File: src/logic/fme_pkg.sv
// fme prediction shared types
package fme_pkg;

	// ******************************
	// sizes
	// ******************************
	localparam int PIXEL_WIDTH = 8;                 // bits per luma sample
	localparam int FMV_WIDTH   = 8;                 // quarter-pel mv component
	localparam int WIN_ROWS    = 10;                // window rows per block
	localparam int BLK_ROWS    = 8;                 // predicted rows per block
	localparam int NUM_CANDI   = 9;                 // 3x3 quarter-pel grid
	localparam int NUM_BANKS   = 4;                 // banks per buffer line

	typedef logic        [PIXEL_WIDTH-1:0] pixel_t;
	typedef logic signed [FMV_WIDTH-1:0]   mv_t;          // quarter-pel units
	typedef logic signed [2:0]             frac_t;        // -2, 0 or +2
	typedef logic        [3:0]             candi_idx_t;   // 0..8 row-major
	typedef logic        [5:0]             blk_idx_t;     // {cnt32, cnt16, cnt08}, y above x
	typedef logic        [6:0]             pred_addr_t;   // {c32y, c32x, c16y, c08y, row}

	// pixel 0 sits in the low bits of a row
	typedef logic [BLK_ROWS*PIXEL_WIDTH-1:0]           row_t;
	typedef logic [WIN_ROWS*PIXEL_WIDTH-1:0]           win_row_t;
	typedef logic [NUM_BANKS*BLK_ROWS*PIXEL_WIDTH-1:0] line_t;  // bank 3 on top

	typedef struct packed {
		mv_t      imv_x;
		mv_t      imv_y;
		mv_t      fmv_x;
		mv_t      fmv_y;
		blk_idx_t blk_idx;
	} blk_desc_t;

	typedef struct packed {
		row_t [NUM_CANDI-1:0] row;   // row[i] is candidate i
		logic                 valid;
	} candi_set_t;

	typedef struct packed {
		logic [NUM_BANKS-1:0] wren;  // one bit per bank
		pred_addr_t           addr;
		line_t                data;
	} buf_wr_t;

	typedef struct packed {
		logic       req;
		pred_addr_t addr;
	} buf_rd_t;

endpackage

File: src/logic/pred_rd_port.sv
// four-phase read port
module pred_rd_port (
	input  logic                clk,
	input  logic                rstn,
	input  logic                rd_req_i,     // from external master
	input  fme_pkg::pred_addr_t rd_addr_i,    // stable while req high
	output logic                rd_ack_o,
	output fme_pkg::line_t      rd_data_o,
	output fme_pkg::buf_rd_t    buf_rd_o,     // toward arbiter
	input  logic                rd_gnt_i,     // data valid on mem_data_i
	input  fme_pkg::line_t      mem_data_i
);

	typedef enum logic [2:0] {
		RD_IDLE,
		RD_REQ,          // request issued this cycle
		RD_WAIT_DATA,    // grant or retry
		RD_ACK,          // line held, ack high
		RD_RELEASE       // ack low, wait req low
	} rd_state_e;

	rd_state_e           state_q;
	rd_state_e           state_d;
	fme_pkg::pred_addr_t addr_q;
	fme_pkg::line_t      data_q;

	// ******************************
	// handshake FSM
	// ******************************
	always_comb begin
		state_d = state_q;
		case (state_q)
			RD_IDLE: begin
				if (rd_req_i) state_d = RD_REQ;
			end
			RD_REQ: begin
				state_d = RD_WAIT_DATA;
			end
			RD_WAIT_DATA: begin
				state_d = rd_gnt_i ? RD_ACK : RD_REQ;   // lost to a write, try again
			end
			RD_ACK: begin
				if (!rd_req_i) state_d = RD_RELEASE;
			end
			RD_RELEASE: begin
				if (!rd_req_i) state_d = RD_IDLE;
			end
			default: begin
				state_d = RD_IDLE;
			end
		endcase
	end

	always_ff @(posedge clk or negedge rstn) begin
		if (!rstn) begin
			state_q <= RD_IDLE;
		end else begin
			state_q <= state_d;
		end
	end

	// address and line capture
	always_ff @(posedge clk) begin
		if (state_q == RD_IDLE && rd_req_i) begin
			addr_q <= rd_addr_i;
		end
		if (state_q == RD_WAIT_DATA && rd_gnt_i) begin
			data_q <= mem_data_i;
		end
	end

	assign buf_rd_o.req  = (state_q == RD_REQ);
	assign buf_rd_o.addr = addr_q;
	assign rd_ack_o      = (state_q == RD_ACK);
	assign rd_data_o     = data_q;

endmodule

File: config.mk
export PLATFORM = sky130hd
export DESIGN_NAME = pred_rd_port
export DESIGN_NICKNAME = d
export VERILOG_FILES = /design/src/logic/fme_pkg.sv /design/src/logic/pred_rd_port.sv
export SDC_FILE = /design/constraint.sdc
export NUM_CORES = 1
export LEC_CHECK = 0
export ABC_CLOCK_PERIOD_IN_PS = 11100
export BUFFER_PORTS_ARGS = -buffer_cell sky130_fd_sc_hd__buf_2
export CAP_MARGIN = 10
export CORE_AREA = 5 5 203 205
export CTS_CLUSTER_SIZE = 40
export DETAILED_ROUTE_END_ITERATION = 10
export DIE_AREA = 0 0 208 210
export PLACE_DENSITY = 0.54
export RECOVER_POWER = 50
export SLEW_MARGIN = 0
export SYNTH_ARGS = -nofsm -noshare
export SYNTH_HDL_FRONTEND = slang
export SYNTH_SLANG_ARGS = --single-unit
File: constraint.sdc
create_clock -name clk -period 11.1 [get_ports clk]
set_input_delay 2.22 -clock clk [delete_from_list [all_inputs] [get_ports clk]]
set_output_delay 2.22 -clock clk [all_outputs]
set_load 0.03 [all_outputs]
==> results of run 1 <==
-- worst max-delay path by stage --
stage,end,slack (ns),depth (start not counted)
floorplan,rd_data_o[0]$_DFFE_PP_,2.29,1
global placement,rd_data_o[246]$_DFFE_PP_,5.98,4
detailed placement,rd_data_o[37]$_DFFE_PP_,5.95,4
CTS,rd_data_o[168]$_DFFE_PP_,6.53,4
global route,rd_data_o[168]$_DFFE_PP_,4.73,4
finish,rd_data_o[104]$_DFFE_PP_,5.06,4
-- stage by stage --
step                      hold slack (ns)  power [mW]  utilization, %  instances
after floorplan                     0.532        1.79               -        280
after global placement              0.579        1.98            29.1       1340
after detailed placement            0.591        1.98            29.1       1340
after CTS                           0.604        2.83            31.2       1389
after global routing                0.665        2.90            30.9       1389
final                               0.613        2.77            30.9       1389
-- power by group through the flow --
stage	Sequential [mW]	Clock (mW)	Combinational [mW]
after floorplan	1.70	0	0.0885
after global placement	1.37	0	0.608
after detailed placement	1.37	0	0.609
after CTS	1.35	0.871	0.611
after global routing	1.37	0.916	0.618
final	1.35	0.835	0.586
-- placed cells by master, fill, tap and decap left out, drive strengths merged --
cell type,instances
edfxtp,263
or3b,1
nand2b,3
and4bb,1
clkbuf,127
o31ai,1
inv,3
clkinv,7
dfrtp,3
buf,448
o2bb2ai,1
a31o,1
nor3b,1
nor3,1
clkinvlp,1
and2b,1
and3b,1
-- area by class of cell --
type,instances,area [sq um]
clock inverters,9,45.0
multi-input cells,12,95.1
clock buffers,40,767
repair buffers,535,2580
well taps,525,657
fillers,3988,27200
flip-flops and latches,266,7970
inverters,2,7.51
-- flip-flops by register name, summed over array words and instances (netlist names) --
name,cells
rd_data_o,256
addr_q,7
state_q,3
-- cell families (layout without fill, tap and decap cells) --
| kind of cell | after synthesis | after routing | synth area share, % |
|---|---|---|---|
| buf+inv | 2 | 586 | 0.0930 |
| simple gates | 9 | 9 | 0.868 |
| compound gates | 3 | 3 | 0.310 |
| flops | 266 | 266 | 98.7 |
-- critical path: cells and delay by family --
kind | cells | cell delay, ns
simple gates | 1 | 2.24
buf+inv | 3 | 1.65
-- layer usage --
layer | share of wire [%] | track usage (%) | wire, um
met4 | 2.1 | 2.17 | 521
met1 | 34 | 10.8 | 8550
met5 | 0.19 | 0 | 48
met2 | 50 | 18.8 | 12600
met3 | 14 | 6.68 | 3550
==> metrics.csv, run 1 <==
stage,metric,value,unit
drt,first_iter_violations,216,
timing,drv_slew,71,
floorplanning,die_w,208,um
power_and_ir_drop,p_comb_share,21.1,%
timing,setup_slack,5.06,ns
global_routing,grt_pass1_wl,35.0,mm
power_and_ir_drop,internal_power,1.91,mW
power_and_ir_drop,vdd_drop_max,0.144,mV
worst_setup_path,cp-end-kind,flip-flop,
worst_setup_path,crit_arrival,6.20,ns
drt,wl_per_cell,18.2,um
worst_setup_path,crit_path_start,rd_gnt_i,
worst_setup_path,cp.required,11.27,ns
synthesis,synthTopCellsByCount,"263 x edfxtp_1, 3 x dfrtp_1, 3 x nand2b_1",
power_and_ir_drop,power.density,229,mW/mm^2
synthesis,synthTopCellsByArea,"edfxtp_1 98%, dfrtp_1 0.93%, nand2b_1 0.23%",
outcome,violations,"max-capacitance violations, max-slew violations",
cells_and_area,layout.nets,1113,
power_and_ir_drop,pwr-share-clk,30.1,%
synthesis,post-synth-top-area-cell,edfxtp_1,
min_path,hold_start,state_q[2]$_DFFE_PN0P_,
floorplanning,io_pins,532,
clocking,cts.sinks,266,
synthesis,yosysSeqAreaShare,98.7,%
floorplanning,die_y,210,um
drt,vias,5023,
worst_setup_path,crit_chain,buf_2 > and4bb_1 > buf_4 > buf_4,
timing,rsz0062_at_grt,false,
place,hpwlAfterDp,20.3,mm
cells_and_area,fin_area,0.0121,sq mm
global_routing,grt_max_degree,77,
min_path,hold_depth,1,
synthesis,synth_area,0.00808,sq mm
worst_setup_path,r2r_end,rd_data_o[104]$_DFFE_PP_,
global_routing,antenna_found_initial,6,
synthesis,async_flop_share,1.13,%
cells_and_area,area_growth,50.1,%
worst_setup_path,cp_common_cell,buf_4,
worst_setup_path,worst_path_max_delay_cell,and4bb_1,
job,drv_cap,1,
synthesis,ys_types,13,
synthesis,syn_area_per_cell,28.8,sq um
place,place_ws,5.95,ns
timing,fmaxAchievable,0.166,GHz
min_path,hold_end,state_q[0]$_DFFE_PN0P_,
floorplanning,core_area,0.0393,sq mm
place,portBuffers,531,
power_and_ir_drop,power_frac_seq,48.8,%
synthesis,synth_top_area_share,97.8,%
synthesis,syn-instance-count,280,
drt,ant_nets,0,
synthesis,synth_most_common_cell,edfxtp_1,
clocking,cts_buffers,29,
global_routing,grt_use_total,10.6,%
clocking,htreeDepth,1,
worst_setup_path,r2r_slack,6.24,ns
timing,tns,0,ns
power_and_ir_drop,power.switching,0.861,mW
clocking,clk_latency,0.55,ns
timing,worstMarginPinSlew,3.02,ns
drt,drc,0,
drt,via_per_inst,3.62,
global_routing,grt_pass1_vias,5317,
clocking,path_clk_slew,0.05,ns
clocking,cts_hold_repair.buffers,0,
place,place_congestion,0.822,
worst_setup_path,start_kind,input port,
clocking,post-cts-setup-buffers,0,
worst_setup_path,worst-setup-path-type,input port to flip-flop,
cells_and_area,drive_gt1_share,55.8,%
floorplanning,die_area,0.0437,sq mm
synthesis,ys_ff_latch,266,
cells_and_area,diodes,0,
min_path,hold_class,flip-flop to flip-flop,
timing,slew_headroom,-102,%
timing,hold_viol_final,0,
floorplanning,rows,73,
timing,period_share,54.4,%
timing,period_needed,6.04,ns
clocking,cts_resized,0,
floorplanning,start_util,20.6,%
drt,drtPass1Iterations,4,
worst_setup_path,cp_max_fo,76,
drt,wl,25.3,mm
power_and_ir_drop,p_leak,4.75,nW
worst_setup_path,slowest_delay,2.24,ns
synthesis,synth.yosys.warnings,0,
synthesis,synth_enable_flop_cells,263,
place,dpl-instance-area,0.0114,sq mm
synthesis,synth-main-ff-cell,edfxtp_1,
synthesis,syn_nets,547,
clocking,cts_tree,done,
clocking,cts_max_path_buffers,3,
global_routing,gr-total-overflow,0,
worst_setup_path,r2r-start,state_q[2]$_DFFE_PN0P_,
timing,setup_viol,0,
worst_setup_path,ff2ff_path_depth,3,
power_and_ir_drop,swShare,31.0,%
outcome,outcome,"complete, but fails checks",
timing,skew,0.00765,ns
clocking,cts-root-buf,clkbuf_16,
No activity file was read; power rests on OpenSTA's default activity.
==> run 2, diff against run 1 <==
ABC_CLOCK_PERIOD_IN_PS = 4800   (was 11100)
CORE_AREA = 5 5 205 207   (was 5 5 203 205)
DIE_AREA = 0 0 210 212   (was 0 0 208 210)
PLACE_DENSITY = 0.55   (was 0.54)
clock period = 4.8 ns   (was 11.1 ns; I/O delays follow)
==> run 2 against run 1 <==
Effect of this change: non-clock buffer count up 7; setup slack worse by 2.9 ns; via count rose by 0.64%; global-route usage decreased by 0.097 points; final cell count grew 1.6%; clock skew is 0.0027 ns higher; sequential cell count is the same; the run now ends clean; sequential share of layout area decreased by 1.2 points; critical endpoint is now buf_rd_o[7]; hold slack got worse by 0.40 ns; combinational power rose by 140%; clock power grew to 2.6 times the previous value; largest power group unchanged.
==> metrics.csv, run 2 (synthesis gave the netlist of run 1 again) <==
stage,metric,value,unit,change
cells_and_area,final_common_cell,buf_2,,
drt,drtPass1Iterations,4,,unchanged
cells_and_area,fin_area,0.0123,sq mm,+1.8%
timing,setup_viol,0,,unchanged
clocking,clk_latency,0.55,ns,about the same
cells_and_area,final_cell_mix,"429 x buf_2, 263 x edfxtp_1, 107 x clkbuf_1",,
cells_and_area,utilization,30.7,%,-0.16 points
drt,wl,25.8,mm,+2.0%
cells_and_area,final_cells,1411,,+1.6%
timing,period_needed,2.62,ns,
job,drv_cap,0,,-1
worst_setup_path,cp_max_fo,8,,-89%
drt,dr_wl_met3,3.38,mm,-5.0%
timing,worstMarginPinSlew,0.975,ns,-2.05 ns
clocking,path_clk_slew,0.06,ns,about the same
drt,drc,0,,unchanged
clocking,cts_max_path_buffers,3,,unchanged
place,place_congestion,0.846,,+3.0%
clocking,cts_tree,done,,
worst_setup_path,start_kind,flip-flop,,
timing,fmaxAchievable,0.382,GHz,
worst_setup_path,cp.required,3.84,ns,-7.43 ns
floorplanning,die_w,210,um,+0.96%
drt,ant_nets,0,,unchanged
drt,met1_length,8.86,mm,+3.7%
timing,rsz0062_at_grt,false,,
clocking,cts.sinks,266,,unchanged
drt,first_iter_violations,177,,-18%
timing,slew_headroom,34.5,%,+140 points
power_and_ir_drop,swShare,30.9,%,-0.072 points
min_path,hold_class,input port to asynchronous set/reset pin,,
timing,drv_slew,0,,-100%
worst_setup_path,crit_path_start,state_q[2]$_DFFE_PN0P_,,
floorplanning,die_area,0.0445,sq mm,+1.9%
cells_and_area,drive_gt1_share,55.4,%,-0.37 points
global_routing,gr-total-overflow,0,,unchanged
clocking,cts_hold_repair.buffers,0,,unchanged
power_and_ir_drop,p_comb_share,20.7,%,-0.4 points
drt,wl_per_cell,18.3,um,+0.43%
floorplanning,die_y,212,um,+0.95%
worst_setup_path,worst-setup-path-type,flip-flop to output port,,
timing,hold_viol_final,0,,unchanged
floorplanning,start_util,20.1,%,-0.46 points
floorplanning,rows,74,,+1.4%
worst_setup_path,cp-end-kind,output port,,
place,portBuffers,531,,unchanged
drt,vias,5055,,+0.64%
global_routing,grt_use_total,10.5,%,-0.097 points
power_and_ir_drop,p_leak,4.81,nW,+1.4%
worst_setup_path,crit_arrival,1.66,ns,-4.54 ns
global_routing,grt_pass1_vias,5470,,+2.9%
clocking,post-cts-setup-buffers,0,,unchanged
timing,skew,0.0104,ns,+0.00270 ns
clocking,cts_buffers,30,,+3.4%
power_and_ir_drop,vdd_drop_max,0.366,mV,+150%
floorplanning,io_pins,532,,unchanged
power_and_ir_drop,power.density,542,mW/mm^2,+140%
cells_and_area,area_growth,52.8,%,
timing,tns,0,ns,unchanged
drt,met2_length,12.9,mm,+2.5%
global_routing,grt_max_degree,68,,-12%
drt,top_layer,met5,,
power_and_ir_drop,pwr-share-clk,32.6,%,+2.5 points
cells_and_area,largest_register_ffs,256,,unchanged
worst_setup_path,r2r-start,state_q[0]$_DFFE_PN0P_,,
place,dpl-instance-area,0.0115,sq mm,+0.76%
clocking,htreeDepth,1,,unchanged
drt,via_per_inst,3.58,,-0.93%
outcome,outcome,finished clean,,
cells_and_area,layout.nets,1121,,+0.72%
clocking,cts_resized,0,,unchanged
place,dp_cells,1354,,+1.0%
power_and_ir_drop,internal_power,4.62,mW,+140%
power_and_ir_drop,power_frac_seq,46.6,%,-2.2 points
floorplanning,core_area,0.0402,sq mm,+2.3%
global_routing,grt_pass1_wl,34.9,mm,-0.29%
clocking,cts-root-buf,clkbuf_16,,
global_routing,antenna_found_initial,6,,unchanged
timing,period_share,54.6,%,
power_and_ir_drop,power.switching,2.07,mW,+140%
place,hpwlAfterDp,20.4,mm,+0.44%
==> run 2: per-stage QoR <==
| stage | setup WS (ns) | power [mW] | hold slack, ns |
|---|---|---|---|
| finish | 2.18 | 6.69 | 0.214 |
| global route | 2.11 | 6.96 | 0.191 |
| CTS | 2.14 | 6.83 | 0.158 |
| detailed placement | 1.99 | 4.61 | 0.592 |
| global placement | 2.04 | 4.59 | 0.573 |
| floorplan | 1.21 | 4.04 | 0.532 |
==> run 2: final timing paths <==
| check | endpoint | slack [ns] | cells past startpoint |
|---|---|---|---|
| hold / removal | state_q[1]$_DFFE_PN0P_ | 0.21 | 1 |
| hold reg to reg | state_q[0]$_DFFE_PN0P_ | 0.61 | 1 |
| min in group clk | rd_data_o[195]$_DFFE_PP_ | 0.58 | 1 |
| setup / recovery | buf_rd_o[7] | 2.18 | 2 |
| setup reg to reg | rd_data_o[165]$_DFFE_PP_ | 2.53 | 2 |
| max in group asynchronous | state_q[0]$_DFFE_PN0P_ | 4.42 | 1 |
==> run 2: area by class of cell <==
class / count / area, sq um
diodes: 2 / 5.00
flip-flops and latches: 266 / 7970
repair buffers: 542 / 2640
clock buffers: 36 / 795
well taps: 532 / 666
clock inverters: 19 / 155
multi-input cells: 12 / 98.8
inverters: 2 / 7.51
fillers: 4104 / 27800
==> run 2: critical path, cell delays in order (launching register included) <==
cell and delay [ns]:
dfrtp_1 0.45, nor3b_1 0.38, buf_2 0.27
==> run 2: power groups by stage <==
stage | combinational [mW] | sequential [mW] | clock (mW)
2_1_floorplan | 0.206 | 3.83 | 0
3_3_place_gp | 1.43 | 3.16 | 0
3_5_place_dp | 1.44 | 3.17 | 0
4_1_cts | 1.44 | 3.12 | 2.27
5_1_grt | 1.45 | 3.15 | 2.36
6_report | 1.38 | 3.12 | 2.18
==> run 2: per-layer routing <==
| metal | GRT usage [%] | vias to the layer above |
|---|---|---|
| met4 | 3.38 | 8 |
| met2 | 18.9 | 363 |
| met5 | 0 | - |
| li1 | - | 2293 |
| met1 | 10.9 | 2350 |
| met3 | 5.08 | 41 |
