**src/logic/fme_pkg.sv**
```systemverilog
// fme prediction shared types
package fme_pkg;

	// ******************************
	// sizes
	// ******************************
	localparam int PIXEL_WIDTH = 8;                 // bits per luma sample
	localparam int FMV_WIDTH   = 8;                 // quarter-pel mv component
	localparam int WIN_ROWS    = 10;                // window rows per block
	localparam int BLK_ROWS    = 8;                 // predicted rows per block
	localparam int NUM_CANDI   = 9;                 // 3x3 quarter-pel grid
	localparam int NUM_BANKS   = 4;                 // banks per buffer line

	typedef logic        [PIXEL_WIDTH-1:0] pixel_t;
	typedef logic signed [FMV_WIDTH-1:0]   mv_t;          // quarter-pel units
	typedef logic signed [2:0]             frac_t;        // -2, 0 or +2
	typedef logic        [3:0]             candi_idx_t;   // 0..8 row-major
	typedef logic        [5:0]             blk_idx_t;     // {cnt32, cnt16, cnt08}, y above x
	typedef logic        [6:0]             pred_addr_t;   // {c32y, c32x, c16y, c08y, row}

	// pixel 0 sits in the low bits of a row
	typedef logic [BLK_ROWS*PIXEL_WIDTH-1:0]           row_t;
	typedef logic [WIN_ROWS*PIXEL_WIDTH-1:0]           win_row_t;
	typedef logic [NUM_BANKS*BLK_ROWS*PIXEL_WIDTH-1:0] line_t;  // bank 3 on top

	typedef struct packed {
		mv_t      imv_x;
		mv_t      imv_y;
		mv_t      fmv_x;
		mv_t      fmv_y;
		blk_idx_t blk_idx;
	} blk_desc_t;

	typedef struct packed {
		row_t [NUM_CANDI-1:0] row;   // row[i] is candidate i
		logic                 valid;
	} candi_set_t;

	typedef struct packed {
		logic [NUM_BANKS-1:0] wren;  // one bit per bank
		pred_addr_t           addr;
		line_t                data;
	} buf_wr_t;

	typedef struct packed {
		logic       req;
		pred_addr_t addr;
	} buf_rd_t;

endpackage

```
**src/logic/fme_pred.sv**
```systemverilog
// best-candidate predictor and buffer write steering
module fme_pred (
	input  logic                clk,
	input  logic                rstn,
	input  logic                blk_start_i,   // descriptor strobe
	input  fme_pkg::blk_desc_t  blk_desc_i,
	output fme_pkg::frac_t      frac_x_o,      // to candidate generator
	output fme_pkg::frac_t      frac_y_o,
	input  fme_pkg::candi_set_t candi_i,
	input  logic                blk_end_i,     // block's last row
	output fme_pkg::buf_wr_t    buf_wr_o
);

	fme_pkg::mv_t        dmv_x;
	fme_pkg::mv_t        dmv_y;
	fme_pkg::mv_t        off_x;         // dmv around center, -1..1
	fme_pkg::mv_t        off_y;
	fme_pkg::candi_idx_t best_d;
	fme_pkg::candi_idx_t best_q [2];    // ping-pong best index
	fme_pkg::blk_idx_t   idx_q [2];     // ping-pong block index
	logic                wr_ptr_q;
	logic                rd_ptr_q;
	fme_pkg::candi_idx_t best_rd;
	fme_pkg::blk_idx_t   idx_rd;
	logic [2:0]          row_cnt_q;
	logic [1:0]          bank;
	fme_pkg::row_t       sel_row;

	// ******************************
	// descriptor decode
	// ******************************
	assign dmv_x = blk_desc_i.fmv_x - blk_desc_i.imv_x;
	assign dmv_y = blk_desc_i.fmv_y - blk_desc_i.imv_y;

	assign frac_x_o = (dmv_x == 0) ? 3'sd0 : ((dmv_x < 0) ? -3'sd2 : 3'sd2);
	assign frac_y_o = (dmv_y == 0) ? 3'sd0 : ((dmv_y < 0) ? -3'sd2 : 3'sd2);

	assign off_x  = dmv_x - frac_x_o;
	assign off_y  = dmv_y - frac_y_o;
	assign best_d = fme_pkg::candi_idx_t'((off_y + 8'sd1) * 8'sd3 + off_x + 8'sd1);

	// write side follows starts, read side follows ends
	always_ff @(posedge clk or negedge rstn) begin
		if (!rstn) begin
			wr_ptr_q <= 1'b0;
			best_q   <= '{default: '0};
			idx_q    <= '{default: '0};
		end else if (blk_start_i) begin
			wr_ptr_q         <= ~wr_ptr_q;
			best_q[wr_ptr_q] <= best_d;
			idx_q[wr_ptr_q]  <= blk_desc_i.blk_idx;
		end
	end

	always_ff @(posedge clk or negedge rstn) begin
		if (!rstn) begin
			rd_ptr_q <= 1'b0;
		end else if (blk_end_i) begin
			rd_ptr_q <= ~rd_ptr_q;               // next block in completion order
		end
	end

	always_ff @(posedge clk or negedge rstn) begin
		if (!rstn) begin
			row_cnt_q <= '0;
		end else if (candi_i.valid) begin
			row_cnt_q <= (row_cnt_q == 3'(fme_pkg::BLK_ROWS - 1)) ? 3'd0 : row_cnt_q + 3'd1;
		end
	end

	// ******************************
	// row select and bank steering
	// ******************************
	assign best_rd = best_q[rd_ptr_q];
	assign idx_rd  = idx_q[rd_ptr_q];
	assign sel_row = (best_rd < 4'(fme_pkg::NUM_CANDI)) ? candi_i.row[best_rd] : candi_i.row[4];
	assign bank    = 2'd3 - {idx_rd[2], idx_rd[0]};   // {cnt16 x, cnt08 x}

	always_comb begin
		buf_wr_o.wren = '0;
		buf_wr_o.data = '0;
		buf_wr_o.addr = {idx_rd[5], idx_rd[4], idx_rd[3], idx_rd[1], row_cnt_q};
		buf_wr_o.data[bank*$bits(fme_pkg::row_t) +: $bits(fme_pkg::row_t)] = sel_row;
		buf_wr_o.wren[bank] = candi_i.valid;      // one-hot, only on valid rows
	end

endmodule

```
**config.mk**
```make
export PLATFORM = sky130hd
export DESIGN_NAME = fme_pred
export DESIGN_NICKNAME = d
export VERILOG_FILES = /design/src/logic/fme_pkg.sv /design/src/logic/fme_pred.sv
export SDC_FILE = /design/constraint.sdc
export NUM_CORES = 1
export LEC_CHECK = 0
export ABC_AREA = 1
export BUFFER_PORTS_ARGS = -buffer_cell sky130_fd_sc_hd__buf_4
export CAP_MARGIN = 10
export CORE_AREA = 2 2 343 345
export DETAILED_ROUTE_END_ITERATION = 10
export DIE_AREA = 0 0 345 347
export PLACE_DENSITY = 0.3
export SLEW_MARGIN = 20
export SYNTH_ARGS = -nofsm -noshare
export SYNTH_HDL_FRONTEND = slang
export SYNTH_SLANG_ARGS = --single-unit
```
**constraint.sdc**
```tcl
create_clock -name clk -period 2.8 [get_ports clk]
set_clock_uncertainty 0.1 [all_clocks]
set_input_delay 0.42 -clock clk [delete_from_list [all_inputs] [get_ports clk]]
set_output_delay 0.42 -clock clk [all_outputs]
set_load 0.02 [all_outputs]
```
==> flow_results.xml, run 1 <==
<?xml version="1.0" encoding="UTF-8"?>
<metrics>
  <group name="yosys">
    <metric name="synth_area_leader_cell" unit="">sky130_fd_sc_hd__nand2_1</metric>
    <metric name="synthesis.instances" unit="">2194</metric>
    <metric name="synth.top_cells.by_area" unit="">sky130_fd_sc_hd__nand2_1, sky130_fd_sc_hd__nand3_1, sky130_fd_sc_hd__inv_1, sky130_fd_sc_hd__nor2_1, sky130_fd_sc_hd__dfrtp_1</metric>
    <metric name="synth_compound_gate_area_share" unit="">0.0437</metric>
    <metric name="yosys.cell_count.top_type" unit="">sky130_fd_sc_hd__nand2_1</metric>
    <metric name="syn-cell-area" unit="sq um">10500</metric>
    <metric name="xor_xnor_share_of_the_synthesized_area" unit="">0.00914</metric>
    <metric name="synth.cells.most_frequent" unit="">sky130_fd_sc_hd__nand2_1, sky130_fd_sc_hd__nand3_1, sky130_fd_sc_hd__inv_1</metric>
    <metric name="synth_top_area_share" unit="">0.257</metric>
    <metric name="synth_warnings" unit="">0</metric>
    <metric name="ys_seq_elements" unit="">25</metric>
    <metric name="synth.area.mux_share" unit="">0.00214</metric>
    <metric name="post_synth.cell_area_avg" unit="sq um">4.81</metric>
    <metric name="post_synth_fa_ha_maj_area_fraction" unit="">0.0489</metric>
    <metric name="ys.flop_type" unit="">sky130_fd_sc_hd__dfrtp_1</metric>
    <metric name="synthDistinctLibCells" unit="">30</metric>
    <metric name="main_combinational_cell_family_by_area_after_synthesis" unit="">simple AND/OR/NAND/NOR gates</metric>
    <metric name="synthArstFlopShare" unit="">1.00</metric>
    <metric name="seq_area_frac_synth" unit="">0.0593</metric>
    <metric name="synth_simple_gate_area_frac" unit="">0.670</metric>
    <metric name="synth-edff-count" unit="">0</metric>
  </group>
  <group name="worst_setup_path">
    <metric name="rrSetupSlack" unit="ps">1410</metric>
    <metric name="cp_max_fanout" unit="">2</metric>
    <metric name="worstSetupStartpointType" unit="">input port</metric>
    <metric name="critical_path_arrival" unit="ps">4870</metric>
    <metric name="critPathRequiredTime" unit="ps">2850</metric>
    <metric name="crit_slowest_cell" unit="">sky130_fd_sc_hd__fa_1</metric>
    <metric name="startpoint" unit="">blk_desc_i[22]</metric>
    <metric name="worst_r2r_path_depth" unit="">2</metric>
    <metric name="r2r_end" unit="">idx_q[5]</metric>
    <metric name="crit_type" unit="">input port to flop</metric>
    <metric name="rr_startpoint" unit="">wr_ptr_q</metric>
    <metric name="cp_common_cell" unit="">sky130_fd_sc_hd__nand2_1</metric>
    <metric name="worstSetupEndpoint" unit="">best_q[3]</metric>
    <metric name="endpoint_kind" unit="">flop</metric>
    <metric name="critical-path-max-stage-delay" unit="ps">490</metric>
  </group>
  <group name="place">
    <metric name="detailed_place_hpwl" unit="microns">95000</metric>
    <metric name="place_ws" unit="ps">-2490</metric>
    <metric name="placement.cell_area" unit="sq um">22600</metric>
    <metric name="port_buffers" unit="">889</metric>
    <metric name="place.gp.congestion" unit="">0.855</metric>
  </group>
  <group name="drt">
    <metric name="ant_nets" unit="">0</metric>
    <metric name="drc" unit="">0</metric>
    <metric name="avgViaCountPerCell" unit="">4.04</metric>
    <metric name="dr_total_vias" unit="">20100</metric>
    <metric name="highest-signal-layer" unit="">met5</metric>
    <metric name="drt_wl_total" unit="microns">128000</metric>
    <metric name="drt_first_iter_violations" unit="">907</metric>
    <metric name="initial_drt_pass_iterations" unit="">5</metric>
    <metric name="met2RoutedLength" unit="microns">63700</metric>
    <metric name="wl_met3" unit="microns">9540</metric>
    <metric name="total_routed_wire_length_on_the_met1_layer" unit="microns">52400</metric>
    <metric name="routedWlPerCell" unit="microns">25.7</metric>
  </group>
  <group name="floorplan">
    <metric name="start_util" unit="">0.0911</metric>
    <metric name="number_of_top_level_design_ports" unit="">892</metric>
    <metric name="die_x" unit="microns">345</metric>
    <metric name="fp-row-count" unit="">125</metric>
    <metric name="core_area" unit="sq um">116000</metric>
    <metric name="fp.dieArea" unit="sq um">120000</metric>
    <metric name="die_h" unit="microns">347</metric>
  </group>
  <group name="timing">
    <metric name="max_slew_margin" unit="">0.528</metric>
    <metric name="finalWorstSetupSlack" unit="ps">-2010</metric>
    <metric name="unrepaired_setup_endpoints_after_global_routing" unit="">yes</metric>
    <metric name="finalSetupViolCount" unit="">263</metric>
    <metric name="worst_slew_pin_slew" unit="ps">707</metric>
    <metric name="fmaxAchievable" unit="MHz">208</metric>
    <metric name="hold_viol_final" unit="">0</metric>
    <metric name="period_share" unit="">1.72</metric>
    <metric name="layout_min_cycle_time" unit="ps">4810</metric>
    <metric name="slew_violations" unit="">0</metric>
  </group>
  <group name="grt">
    <metric name="antenna_violations_before_repair" unit="">25</metric>
    <metric name="globalRouteOverflowTotal" unit="">0</metric>
    <metric name="grt_max_degree" unit="">35</metric>
    <metric name="grtUsageTotal" unit="">0.195</metric>
    <metric name="wire_length_of_the_first_global_routing_pass" unit="microns">165000</metric>
    <metric name="grt_pass1_vias" unit="">20300</metric>
  </group>
  <group name="power">
    <metric name="power_switching" unit="mW">29.3</metric>
    <metric name="cellPowerDensity" unit="nW/um^2">1600</metric>
    <metric name="combinationalPowerShare" unit="">0.983</metric>
    <metric name="power.leakage" unit="nW">15.3</metric>
    <metric name="irDropWorstVdd" unit="mV">0.555</metric>
    <metric name="switching_share" unit="">0.555</metric>
    <metric name="clock_power_share" unit="">0.006</metric>
    <metric name="power_report.internal_total" unit="mW">23.5</metric>
    <metric name="p_seq_frac" unit="">0.011</metric>
  </group>
  <group name="job">
    <metric name="max-cap-violations" unit="">0</metric>
  </group>
  <group name="worst_hold_path">
    <metric name="holdCritPathClass" unit="">input port to flop</metric>
  </group>
  <group name="clocking">
    <metric name="htree_levels" unit="">1</metric>
    <metric name="clkLatencyLatePin" unit="ps">270</metric>
    <metric name="cts_buffer_depth" unit="">2</metric>
    <metric name="clk_pin_slew_worst_paths" unit="ps">70</metric>
    <metric name="clk_root_buffer_cell" unit="">sky130_fd_sc_hd__clkbuf_16</metric>
    <metric name="cts_num_sinks" unit="">25</metric>
    <metric name="cts_tree" unit="">done</metric>
    <metric name="numCtsBuffers" unit="">3</metric>
  </group>
  <group name="status">
    <metric name="violated_checks" unit="">setup timing</metric>
    <metric name="status" unit="">finished with violations</metric>
  </group>
  <group name="cells_and_area">
    <metric name="drive_above_1_share" unit="">0.686</metric>
    <metric name="layout.cell_area.non_filler" unit="sq um">32900</metric>
    <metric name="layout_overhead_on_the_synthesized_area" unit="%">212</metric>
    <metric name="nets" unit="">4113</metric>
    <metric name="fillCellCount" unit="">12800</metric>
  </group>
</metrics>
[area by class of cell]
| class | instances | area [sq um] | share of cell area |
|---|---|---|---|
| multi-input combinational | 1750 | 14100 | 0.428 |
| sequential | 25 | 626 | 0.0190 |
| timing repair buffer | 1426 | 15100 | 0.459 |
| clock buffer | 4 | 78.8 | 0.00240 |
| antenna | 7 | 17.5 | 0.000533 |
| inverter | 250 | 1070 | 0.0327 |
| tap | 1524 | 1910 | 0.0580 |
| timing repair inverter | 1 | 11.3 | 0.000343 |
[cells by family (layout without fill, tap and decap cells)]
kind of cell    after synthesis  after routing
xor+xnor                     11             11
flops                        25             25
other cells                   1              9
mux                           2              2
buf+inv                     422           1681
fa+ha+maj                    37             37
simple gates               1613           1615
compound gates               83             83
[critical path: cells and delay by family]
family,cells,cell delay (ps)
AOI/OAI and AO/OA,2,210
xor gates and xnor gates,2,270
buffers and inverters,7,400
adders and majority gates,8,2690
and+or+nand+nor,12,870
[power by group through the flow]
| stage | Sequential [mW] | Clock (mW) | Combinational (mW) |
|---|---|---|---|
| floorplan | 0.580 | 0 | 15.4 |
| global placement | 0.572 | 0 | 30.8 |
| detailed placement | 0.573 | 0 | 30.7 |
| CTS | 0.570 | 0.344 | 42.8 |
| global route | 0.589 | 0.361 | 54.7 |
| finish | 0.572 | 0.337 | 51.8 |
[through the flow]
| stage | std cells | total power [mW] | setup TNS, ps | hold slack (ps) | utilization |
|---|---|---|---|---|---|
| floorplan | 2195 | 16.0 | -10390 | 24.4 | - |
| global placement | 4715 | 31.4 | -88270 | 274 | 0.196 |
| detailed placement | 4715 | 31.3 | -89240 | 273 | 0.196 |
| CTS | 4894 | 43.7 | -102810 | 224 | 0.241 |
| global route | 4986 | 55.7 | -124990 | 226 | 0.284 |
| finish | 4987 | 52.7 | -96630 | 229 | 0.284 |
[worst min-delay path by stage]
| stage | from | slack [ps] | end | cells after the start |
|---|---|---|---|---|
| after floorplan | rstn | 20 | best_q[0] | 0 |
| after global placement | rstn | 270 | idx_q[3] | 1 |
| after detailed placement | rstn | 270 | idx_q[3] | 1 |
| after CTS | blk_end_i | 220 | rd_ptr_q | 2 |
| after global routing | blk_end_i | 230 | rd_ptr_q | 2 |
| final | blk_end_i | 230 | rd_ptr_q | 2 |
[registers in the layout (all words and copies together), names as in the netlist]
signal,count
rd_ptr_q,1
wr_ptr_q,1
best_q,8
idx_q,12
row_cnt_q,3
[placed cells by master (no fill, tap or decap), types with 10 or more instances in the layout]
cell	synthesis	final
sky130_fd_sc_hd__buf_4	17	890
sky130_fd_sc_hd__nand2_1	722	520
sky130_fd_sc_hd__buf_6	1	303
sky130_fd_sc_hd__nand3_2	1	257
sky130_fd_sc_hd__inv_1	245	196
sky130_fd_sc_hd__nor2_4	0	157
sky130_fd_sc_hd__nand3_1	489	150
sky130_fd_sc_hd__buf_12	0	109
sky130_fd_sc_hd__nand2_4	0	107
sky130_fd_sc_hd__nand3_4	0	83
sky130_fd_sc_hd__nand2_2	1	82
sky130_fd_sc_hd__nor2_1	240	58
sky130_fd_sc_hd__buf_16	0	55
sky130_fd_sc_hd__nor3_4	0	52
sky130_fd_sc_hd__nand4_1	45	45
sky130_fd_sc_hd__buf_8	0	40
sky130_fd_sc_hd__inv_2	5	32
sky130_fd_sc_hd__o21ai_0	44	29
sky130_fd_sc_hd__clkbuf_16	0	29
sky130_fd_sc_hd__or2_2	47	27
sky130_fd_sc_hd__nor2_2	0	25
sky130_fd_sc_hd__dfrtp_1	25	25
sky130_fd_sc_hd__or2_4	0	23
sky130_fd_sc_hd__ha_1	30	21
sky130_fd_sc_hd__o22ai_4	0	16
sky130_fd_sc_hd__nand2_8	0	15
sky130_fd_sc_hd__inv_4	0	12
sky130_fd_sc_hd__nor3_2	13	12
sky130_fd_sc_hd__o21ai_1	0	10
[layer usage]
layer | vias up | global-route usage
met5 | - | 0
met4 | 32 | 0.0165
met1 | 9645 | 0.235
met3 | 132 | 0.0562
li1 | 9612 | -
met2 | 726 | 0.352
[timing repair]
item	in CTS	in global routing
setup endpoints to repair	264	266
hold buffers	1	0
gates resized for setup	647	967
pin swaps	147	400
hold endpoints to repair	25	0
setup buffers	130	89
cloned	48	31
Power figures use the tool's default switching activity.
==> run 2, diff against run 1 <==
ABC_AREA = default   (was 1)
CORE_AREA = 2 2 344 346   (was 2 2 343 345)
DIE_AREA = 0 0 346 348   (was 0 0 345 347)
==> flow_results.xml, run 2 <==
<?xml version="1.0" encoding="UTF-8"?>
<metrics>
  <group name="cells_and_area">
    <metric name="fillCellCount" unit="">12600</metric>
    <metric name="layout_commonest_cell" unit="">sky130_fd_sc_hd__buf_4</metric>
    <metric name="largestRegisters" unit="">idx_q x12, best_q x8, row_cnt_q x3</metric>
    <metric name="registers.top_by_ff_count" unit="">idx_q</metric>
    <metric name="mostFrequentLayoutCells" unit="">sky130_fd_sc_hd__buf_4, sky130_fd_sc_hd__buf_6, sky130_fd_sc_hd__a21oi_1</metric>
    <metric name="nets" unit="">4136</metric>
    <metric name="layout.cell_area.non_filler" unit="sq um">35200</metric>
    <metric name="finish.utilization" unit="">0.301</metric>
    <metric name="largest_register_ff_count" unit="">12</metric>
    <metric name="layout_overhead_on_the_synthesized_area" unit="%">162</metric>
    <metric name="drive_above_1_share" unit="">0.643</metric>
  </group>
  <group name="timing">
    <metric name="fin_hold_ws" unit="ps">235</metric>
    <metric name="hold_viol_final" unit="">0</metric>
    <metric name="worst_slew_pin_slew" unit="ps">589</metric>
    <metric name="unrepaired_setup_endpoints_after_global_routing" unit="">yes</metric>
    <metric name="finalSetupViolCount" unit="">264</metric>
    <metric name="finalWorstSetupSlack" unit="ps">-2540</metric>
    <metric name="fmaxAchievable" unit="MHz">187</metric>
    <metric name="layout_min_cycle_time" unit="ps">5340</metric>
    <metric name="slew_violations" unit="">0</metric>
    <metric name="max_slew_margin" unit="">0.607</metric>
    <metric name="period_share" unit="">1.91</metric>
  </group>
  <group name="drt">
    <metric name="avgViaCountPerCell" unit="">4.56</metric>
    <metric name="drc" unit="">0</metric>
    <metric name="initial_drt_pass_iterations" unit="">5</metric>
    <metric name="drt_wl_total" unit="microns">132000</metric>
    <metric name="ant_nets" unit="">0</metric>
    <metric name="dr_total_vias" unit="">22900</metric>
    <metric name="drt_first_iter_violations" unit="">1277</metric>
    <metric name="routedWlPerCell" unit="microns">26.1</metric>
  </group>
  <group name="worst_setup_path">
    <metric name="worst_r2r_path_depth" unit="">2</metric>
    <metric name="crit_slowest_cell" unit="">sky130_fd_sc_hd__fa_1</metric>
    <metric name="crit_type" unit="">input port to flop</metric>
    <metric name="critical-path-max-stage-delay" unit="ps">490</metric>
    <metric name="worstSetupEndpoint" unit="">best_q[7]</metric>
    <metric name="critical_path_arrival" unit="ps">5380</metric>
    <metric name="cp_max_fanout" unit="">3</metric>
    <metric name="critPathRequiredTime" unit="ps">2840</metric>
    <metric name="startpoint" unit="">blk_desc_i[28]</metric>
    <metric name="rr_startpoint" unit="">wr_ptr_q</metric>
    <metric name="worstSetupStartpointType" unit="">input port</metric>
    <metric name="r2r_end" unit="">idx_q[0]</metric>
    <metric name="critical_path_cell_count" unit="">25</metric>
    <metric name="rrSetupSlack" unit="ps">1330</metric>
    <metric name="path_delay_family" unit="">adder cells</metric>
    <metric name="cp_num_buf_inv" unit="">6</metric>
    <metric name="endpoint_kind" unit="">flop</metric>
  </group>
  <group name="clocking">
    <metric name="cts_buffer_depth" unit="">2</metric>
    <metric name="htree_levels" unit="">1</metric>
    <metric name="clkLatencyLatePin" unit="ps">260</metric>
    <metric name="cts_num_sinks" unit="">25</metric>
    <metric name="clk_root_buffer_cell" unit="">sky130_fd_sc_hd__clkbuf_16</metric>
    <metric name="numCtsBuffers" unit="">3</metric>
    <metric name="cts_tree" unit="">done</metric>
    <metric name="clk_pin_slew_worst_paths" unit="ps">60</metric>
  </group>
  <group name="floorplan">
    <metric name="core_area" unit="sq um">117000</metric>
    <metric name="fp.dieArea" unit="sq um">120000</metric>
    <metric name="number_of_top_level_design_ports" unit="">892</metric>
    <metric name="die_x" unit="microns">346</metric>
    <metric name="fp-row-count" unit="">126</metric>
    <metric name="start_util" unit="">0.115</metric>
    <metric name="die_h" unit="microns">348</metric>
  </group>
  <group name="place">
    <metric name="place.gp.congestion" unit="">0.867</metric>
    <metric name="detailed_place_hpwl" unit="microns">100000</metric>
    <metric name="port_buffers" unit="">889</metric>
    <metric name="placement.cell_area" unit="sq um">27000</metric>
  </group>
  <group name="yosys">
    <metric name="ys_seq_elements" unit="">25</metric>
    <metric name="ys.flop_type" unit="">sky130_fd_sc_hd__dfrtp_1</metric>
    <metric name="synthDistinctLibCells" unit="">56</metric>
    <metric name="seq_area_frac_synth" unit="">0.0465</metric>
    <metric name="post_synth.cell_area_avg" unit="sq um">6.17</metric>
    <metric name="syn-cell-area" unit="sq um">13400</metric>
    <metric name="synth-edff-count" unit="">0</metric>
    <metric name="synth.cells.most_frequent" unit="">sky130_fd_sc_hd__a21oi_1, sky130_fd_sc_hd__nor2_1, sky130_fd_sc_hd__o21ai_0</metric>
    <metric name="synthesis.instances" unit="">2179</metric>
    <metric name="synthArstFlopShare" unit="">1.00</metric>
    <metric name="synth_warnings" unit="">0</metric>
    <metric name="synth_area_leader_cell" unit="">sky130_fd_sc_hd__a21oi_1</metric>
    <metric name="synth_top_area_share" unit="">0.124</metric>
    <metric name="synth.top_cells.by_area" unit="">sky130_fd_sc_hd__a21oi_1, sky130_fd_sc_hd__o211ai_1, sky130_fd_sc_hd__o21ai_0, sky130_fd_sc_hd__nor2_1, sky130_fd_sc_hd__nor3_1</metric>
    <metric name="yosys.cell_count.top_type" unit="">sky130_fd_sc_hd__a21oi_1</metric>
  </group>
  <group name="grt">
    <metric name="grtUsageTotal" unit="">0.202</metric>
    <metric name="antenna_violations_before_repair" unit="">37</metric>
    <metric name="grt_pass1_vias" unit="">23200</metric>
    <metric name="globalRouteOverflowTotal" unit="">0</metric>
    <metric name="grt_max_degree" unit="">44</metric>
    <metric name="wire_length_of_the_first_global_routing_pass" unit="microns">179000</metric>
  </group>
  <group name="status">
    <metric name="violated_checks" unit="">setup timing</metric>
    <metric name="status" unit="">finished with violations</metric>
  </group>
  <group name="power">
    <metric name="cellPowerDensity" unit="nW/um^2">1540</metric>
    <metric name="power.leakage" unit="nW">14.3</metric>
    <metric name="irDropWorstVdd" unit="mV">0.730</metric>
  </group>
  <group name="job">
    <metric name="max-cap-violations" unit="">0</metric>
  </group>
  <group name="worst_hold_path">
    <metric name="holdCritPathClass" unit="">input port to flop</metric>
  </group>
</metrics>
## run 2: cell types whose count changed in the layout (fill, tap and decap cells not counted), moves of 66 or more
cell                       delta
sky130_fd_sc_hd__buf_6       +73
sky130_fd_sc_hd__nand2_2     -80
sky130_fd_sc_hd__a211oi_1    +66
sky130_fd_sc_hd__nand3_4     -80
sky130_fd_sc_hd__inv_1       -76
sky130_fd_sc_hd__a21oi_1    +233
sky130_fd_sc_hd__o211ai_1   +184
sky130_fd_sc_hd__nor3_4      +83
sky130_fd_sc_hd__o21ai_0    +142
sky130_fd_sc_hd__buf_4       +67
sky130_fd_sc_hd__nand2_1    -495
sky130_fd_sc_hd__nand3_2    -257
sky130_fd_sc_hd__nand2_4    -106
sky130_fd_sc_hd__nand3_1    -102
## run 2: per-stage QoR
step | total power, mW | TNS, ps | std cells | worst slack (ps)
after floorplan | 20.6 | -16150 | 2180 | -2770
after global placement | 38.1 | -77280 | 4775 | -2980
after detailed placement | 37.9 | -77920 | 4775 | -2950
after CTS | 48.9 | -134390 | 4962 | -2600
after global routing | 57.0 | -141430 | 5026 | -2840
final | 54.0 | -116770 | 5033 | -2540
## run 2: metal layers
layer,global-route usage,share of wire,vias up
met5,0,0.0020,-
met4,0.0278,0.016,38
met3,0.0423,0.059,110
met2,0.365,0.51,696
met1,0.252,0.42,11300
li1,-,-,10800
## run 2: how the worst min path moves through the flow
stage               from   endpoint  slack, ps  depth (start not counted)
3_5_place_dp        rstn   wr_ptr_q        250                          1
2_1_floorplan       rstn  best_q[0]         20                          0
4_1_cts        blk_end_i   rd_ptr_q        250                          2
6_report       blk_end_i   rd_ptr_q        240                          2
5_1_grt        blk_end_i   rd_ptr_q        240                          2
3_3_place_gp        rstn   wr_ptr_q        260                          1
## run 2: area by class of cell
| class | count | area [sq um] | share of cell area |
|---|---|---|---|
| inverters | 133 | 551 | 0.0156 |
| multi-input cells | 1763 | 15900 | 0.453 |
| clock buffers | 3 | 75.1 | 0.00213 |
| well taps | 1536 | 1920 | 0.0546 |
| diodes | 18 | 45.0 | 0.00128 |
| flip-flops and latches | 25 | 644 | 0.0183 |
| repair buffers | 1553 | 16000 | 0.455 |
| clock inverters | 1 | 5.00 | 0.000142 |
| repair inverters | 1 | 11.3 | 0.000320 |
## run 2: logic make-up after synthesis
logic type                 count (synthesis)  synth area share
muxes                                     93            0.0797
xor gates and xnor gates                  20            0.0156
buffers and inverters                    394             0.133
DFF                                       25            0.0465
and+or+nand+nor                          529             0.176
AOI/OAI and AO/OA                       1080             0.511
other                                      1          0.000279
adders and majority gates                 37            0.0383
## run 2: what timing repair did
action,CTS,global route
hold buffers,1,0
setup endpoints to repair,264,265
buffers inserted,170,89
pin swaps,325,245
resized for setup,763,477
endpoints found under the hold margin,25,0
cloned,30,17
## run 2: where the power goes
group | total, mW | switching (mW) | internal, mW
logic | 52.9 | 28.4 | 24.5
clock network | 0.322 | 0.129 | 0.193
registers | 0.823 | 0.246 | 0.577
==> run 3, diff against run 2 <==
PLACE_DENSITY = default   (was 0.3)
==> flow_results.xml, run 3 (synthesis results as in run 2) <==
<?xml version="1.0" encoding="UTF-8"?>
<metrics>
  <group name="drt">
    <metric name="dr_total_vias" unit="">24200</metric>
    <metric name="avgViaCountPerCell" unit="">4.84</metric>
    <metric name="ant_nets" unit="">0</metric>
    <metric name="initial_drt_pass_iterations" unit="">8</metric>
    <metric name="drc" unit="">0</metric>
    <metric name="routedWlPerCell" unit="microns">28.4</metric>
    <metric name="drt_wl_total" unit="microns">142000</metric>
    <metric name="drt_first_iter_violations" unit="">2239</metric>
  </group>
  <group name="timing">
    <metric name="max_slew_margin" unit="">0.483</metric>
    <metric name="period_share" unit="">1.92</metric>
    <metric name="hold_viol_final" unit="">0</metric>
    <metric name="fmaxAchievable" unit="MHz">186</metric>
    <metric name="finalWorstSetupSlack" unit="ps">-2570</metric>
    <metric name="unrepaired_setup_endpoints_after_global_routing" unit="">yes</metric>
    <metric name="worst_slew_pin_slew" unit="ps">773</metric>
    <metric name="slew_violations" unit="">0</metric>
    <metric name="final.setup.tns" unit="ps">-143130</metric>
    <metric name="finalSetupViolCount" unit="">263</metric>
    <metric name="layout_min_cycle_time" unit="ps">5370</metric>
  </group>
  <group name="worst_hold_path">
    <metric name="min_delay_path_depth" unit="">2</metric>
    <metric name="timing.hold.worst.start" unit="">blk_end_i</metric>
    <metric name="timing.hold.worst_endpoint" unit="">rd_ptr_q</metric>
    <metric name="holdCritPathClass" unit="">input port to flop</metric>
  </group>
  <group name="clocking">
    <metric name="clkLatencyLatePin" unit="ps">260</metric>
    <metric name="cts_buffer_depth" unit="">2</metric>
    <metric name="clk_pin_slew_worst_paths" unit="ps">60</metric>
    <metric name="cts_num_sinks" unit="">25</metric>
    <metric name="cts_tree" unit="">done</metric>
    <metric name="htree_levels" unit="">1</metric>
    <metric name="clk_root_buffer_cell" unit="">sky130_fd_sc_hd__clkbuf_16</metric>
    <metric name="numCtsBuffers" unit="">3</metric>
  </group>
  <group name="cells_and_area">
    <metric name="finish.utilization" unit="">0.293</metric>
    <metric name="registers.top_by_ff_count" unit="">idx_q</metric>
    <metric name="drive_above_1_share" unit="">0.622</metric>
    <metric name="layout.cell_area.non_filler" unit="sq um">34300</metric>
    <metric name="mostFrequentLayoutCells" unit="">sky130_fd_sc_hd__buf_4, sky130_fd_sc_hd__buf_6, sky130_fd_sc_hd__a21oi_1</metric>
    <metric name="layout_overhead_on_the_synthesized_area" unit="%">155</metric>
    <metric name="layout_commonest_cell" unit="">sky130_fd_sc_hd__buf_4</metric>
    <metric name="fillCellCount" unit="">12400</metric>
    <metric name="largest_register_ff_count" unit="">12</metric>
    <metric name="layoutNonFillerInstCount" unit="">5007</metric>
    <metric name="nets" unit="">4105</metric>
    <metric name="multi_input_comb_area" unit="sq um">15400</metric>
    <metric name="seqCellArea" unit="sq um">644</metric>
    <metric name="largestRegisters" unit="">idx_q x12, best_q x8, row_cnt_q x3</metric>
  </group>
  <group name="worst_setup_path">
    <metric name="worst_r2r_path_depth" unit="">3</metric>
    <metric name="critical_path_arrival" unit="ps">5390</metric>
    <metric name="rrSetupSlack" unit="ps">1140</metric>
    <metric name="r2r_end" unit="">idx_q[11]</metric>
    <metric name="endpoint_kind" unit="">flop</metric>
    <metric name="critPathRequiredTime" unit="ps">2820</metric>
    <metric name="worstSetupStartpointType" unit="">input port</metric>
    <metric name="cp_max_fanout" unit="">3</metric>
    <metric name="crit_type" unit="">input port to flop</metric>
    <metric name="rr_startpoint" unit="">wr_ptr_q</metric>
  </group>
  <group name="status">
    <metric name="violated_checks" unit="">setup timing</metric>
    <metric name="status" unit="">finished with violations</metric>
  </group>
  <group name="power">
    <metric name="power_report.internal_total" unit="mW">24.3</metric>
    <metric name="power_switching" unit="mW">28.7</metric>
    <metric name="switching_share" unit="">0.542</metric>
    <metric name="cellPowerDensity" unit="nW/um^2">1540</metric>
    <metric name="p_total" unit="mW">53.0</metric>
    <metric name="power.leakage" unit="nW">14.0</metric>
    <metric name="combinationalPowerShare" unit="">0.979</metric>
    <metric name="irDropWorstVdd" unit="mV">0.839</metric>
    <metric name="clock_power_share" unit="">0.006</metric>
    <metric name="p_seq_frac" unit="">0.015</metric>
  </group>
  <group name="place">
    <metric name="detailed_place_hpwl" unit="microns">106000</metric>
    <metric name="place.gp.congestion" unit="">0.963</metric>
    <metric name="placement.cell_area" unit="sq um">27000</metric>
    <metric name="placedCellCount" unit="">4784</metric>
    <metric name="port_buffers" unit="">889</metric>
  </group>
  <group name="floorplan">
    <metric name="fp-row-count" unit="">126</metric>
    <metric name="die_x" unit="microns">346</metric>
    <metric name="core_area" unit="sq um">117000</metric>
    <metric name="start_util" unit="">0.115</metric>
    <metric name="fp.dieArea" unit="sq um">120000</metric>
    <metric name="number_of_top_level_design_ports" unit="">892</metric>
    <metric name="die_h" unit="microns">348</metric>
  </group>
  <group name="grt">
    <metric name="wire_length_of_the_first_global_routing_pass" unit="microns">187000</metric>
    <metric name="antenna_violations_before_repair" unit="">53</metric>
    <metric name="grt_pass1_vias" unit="">23200</metric>
    <metric name="grt_max_degree" unit="">46</metric>
    <metric name="globalRouteOverflowTotal" unit="">0</metric>
    <metric name="grtUsageTotal" unit="">0.217</metric>
  </group>
  <group name="job">
    <metric name="max-cap-violations" unit="">0</metric>
  </group>
</metrics>
[run 3: changes by cell type in the layout (fill, tap and decap cells not counted), moves of 7 or more]
cell	change
sky130_fd_sc_hd__a211oi_1	+9
sky130_fd_sc_hd__a211oi_4	-7
sky130_fd_sc_hd__a21oi_1	+29
sky130_fd_sc_hd__a21oi_2	-22
sky130_fd_sc_hd__a21oi_4	-7
sky130_fd_sc_hd__buf_12	-8
sky130_fd_sc_hd__buf_4	-16
sky130_fd_sc_hd__o21ai_0	+22
sky130_fd_sc_hd__o21ai_1	-7
sky130_fd_sc_hd__o21ai_2	-14
[run 3: routing by layer]
layer	wire, microns	part of all wire	up-vias	GRT usage
met5	115	0.00081	-	0
met4	7490	0.053	18	0.0933
met3	10600	0.074	264	0.0399
met2	65300	0.46	1426	0.352
met1	58500	0.41	11800	0.281
li1	-	-	10700	-
[run 3: layout make-up]
| class | count | area share |
|---|---|---|
| timing repair buffer | 1525 | 0.457 |
| multi-input combinational | 1761 | 0.448 |
| tap | 1536 | 0.0560 |
| sequential | 25 | 0.0188 |
| inverter | 133 | 0.0160 |
| clock buffer | 3 | 0.00219 |
| antenna | 23 | 0.00168 |
| clock inverter | 1 | 0.000219 |
[run 3: how the worst max path moves through the flow]
stage	from	to	slack, ps
after floorplan	blk_desc_i[6]	best_q[7]	-2770
after global placement	blk_desc_i[6]	best_q[3]	-2910
after detailed placement	blk_desc_i[6]	best_q[3]	-2880
after CTS	blk_desc_i[6]	best_q[3]	-2560
after global routing	blk_desc_i[23]	best_q[3]	-2800
final	blk_desc_i[8]	best_q[3]	-2570
[run 3: worst max-delay path: stages]
cell,delay [ps]
sky130_fd_sc_hd__buf_4,120
sky130_fd_sc_hd__ha_4,290
sky130_fd_sc_hd__o21ai_4,70
sky130_fd_sc_hd__a21oi_4,130
sky130_fd_sc_hd__a41oi_2,160
sky130_fd_sc_hd__xor2_2,220
sky130_fd_sc_hd__inv_2,60
sky130_fd_sc_hd__nor4_2,210
sky130_fd_sc_hd__o211ai_1,150
sky130_fd_sc_hd__ha_1,300
sky130_fd_sc_hd__inv_2,70
sky130_fd_sc_hd__ha_4,120
sky130_fd_sc_hd__inv_2,30
sky130_fd_sc_hd__fa_1,500
sky130_fd_sc_hd__fa_1,550
sky130_fd_sc_hd__inv_2,40
sky130_fd_sc_hd__fa_1,490
sky130_fd_sc_hd__fa_2,420
sky130_fd_sc_hd__xnor2_2,210
sky130_fd_sc_hd__xnor2_2,150
sky130_fd_sc_hd__xnor2_1,150
sky130_fd_sc_hd__xnor3_1,240
sky130_fd_sc_hd__xnor3_1,230
sky130_fd_sc_hd__o21ai_1,70
[run 3: per-stage QoR]
step                setup slack [ps]  hold WS, ps
floorplan                      -2770         24.4
global placement               -2910          249
detailed placement             -2880          249
CTS                            -2560          226
global route                   -2800          232
finish                         -2570          229
[run 3: power groups by stage]
stage               combinational (mW)  clock (mW)  sequential [mW]
floorplan                         19.9           0            0.683
global placement                  36.6           0            0.959
detailed placement                36.7           0            0.960
CTS                               47.5       0.325            0.825
global route                      54.2       0.338            0.827
finish                            51.9       0.322            0.799
[run 3: timing repair]
action | in CTS | in global routing
resized for setup | 743 | 348
gates cloned | 32 | 10
setup endpoints to repair | 263 | 265
pin swaps | 323 | 220
buffers inserted | 135 | 66
hold buffers | 1 | 0
hold endpoints to repair | 25 | 0
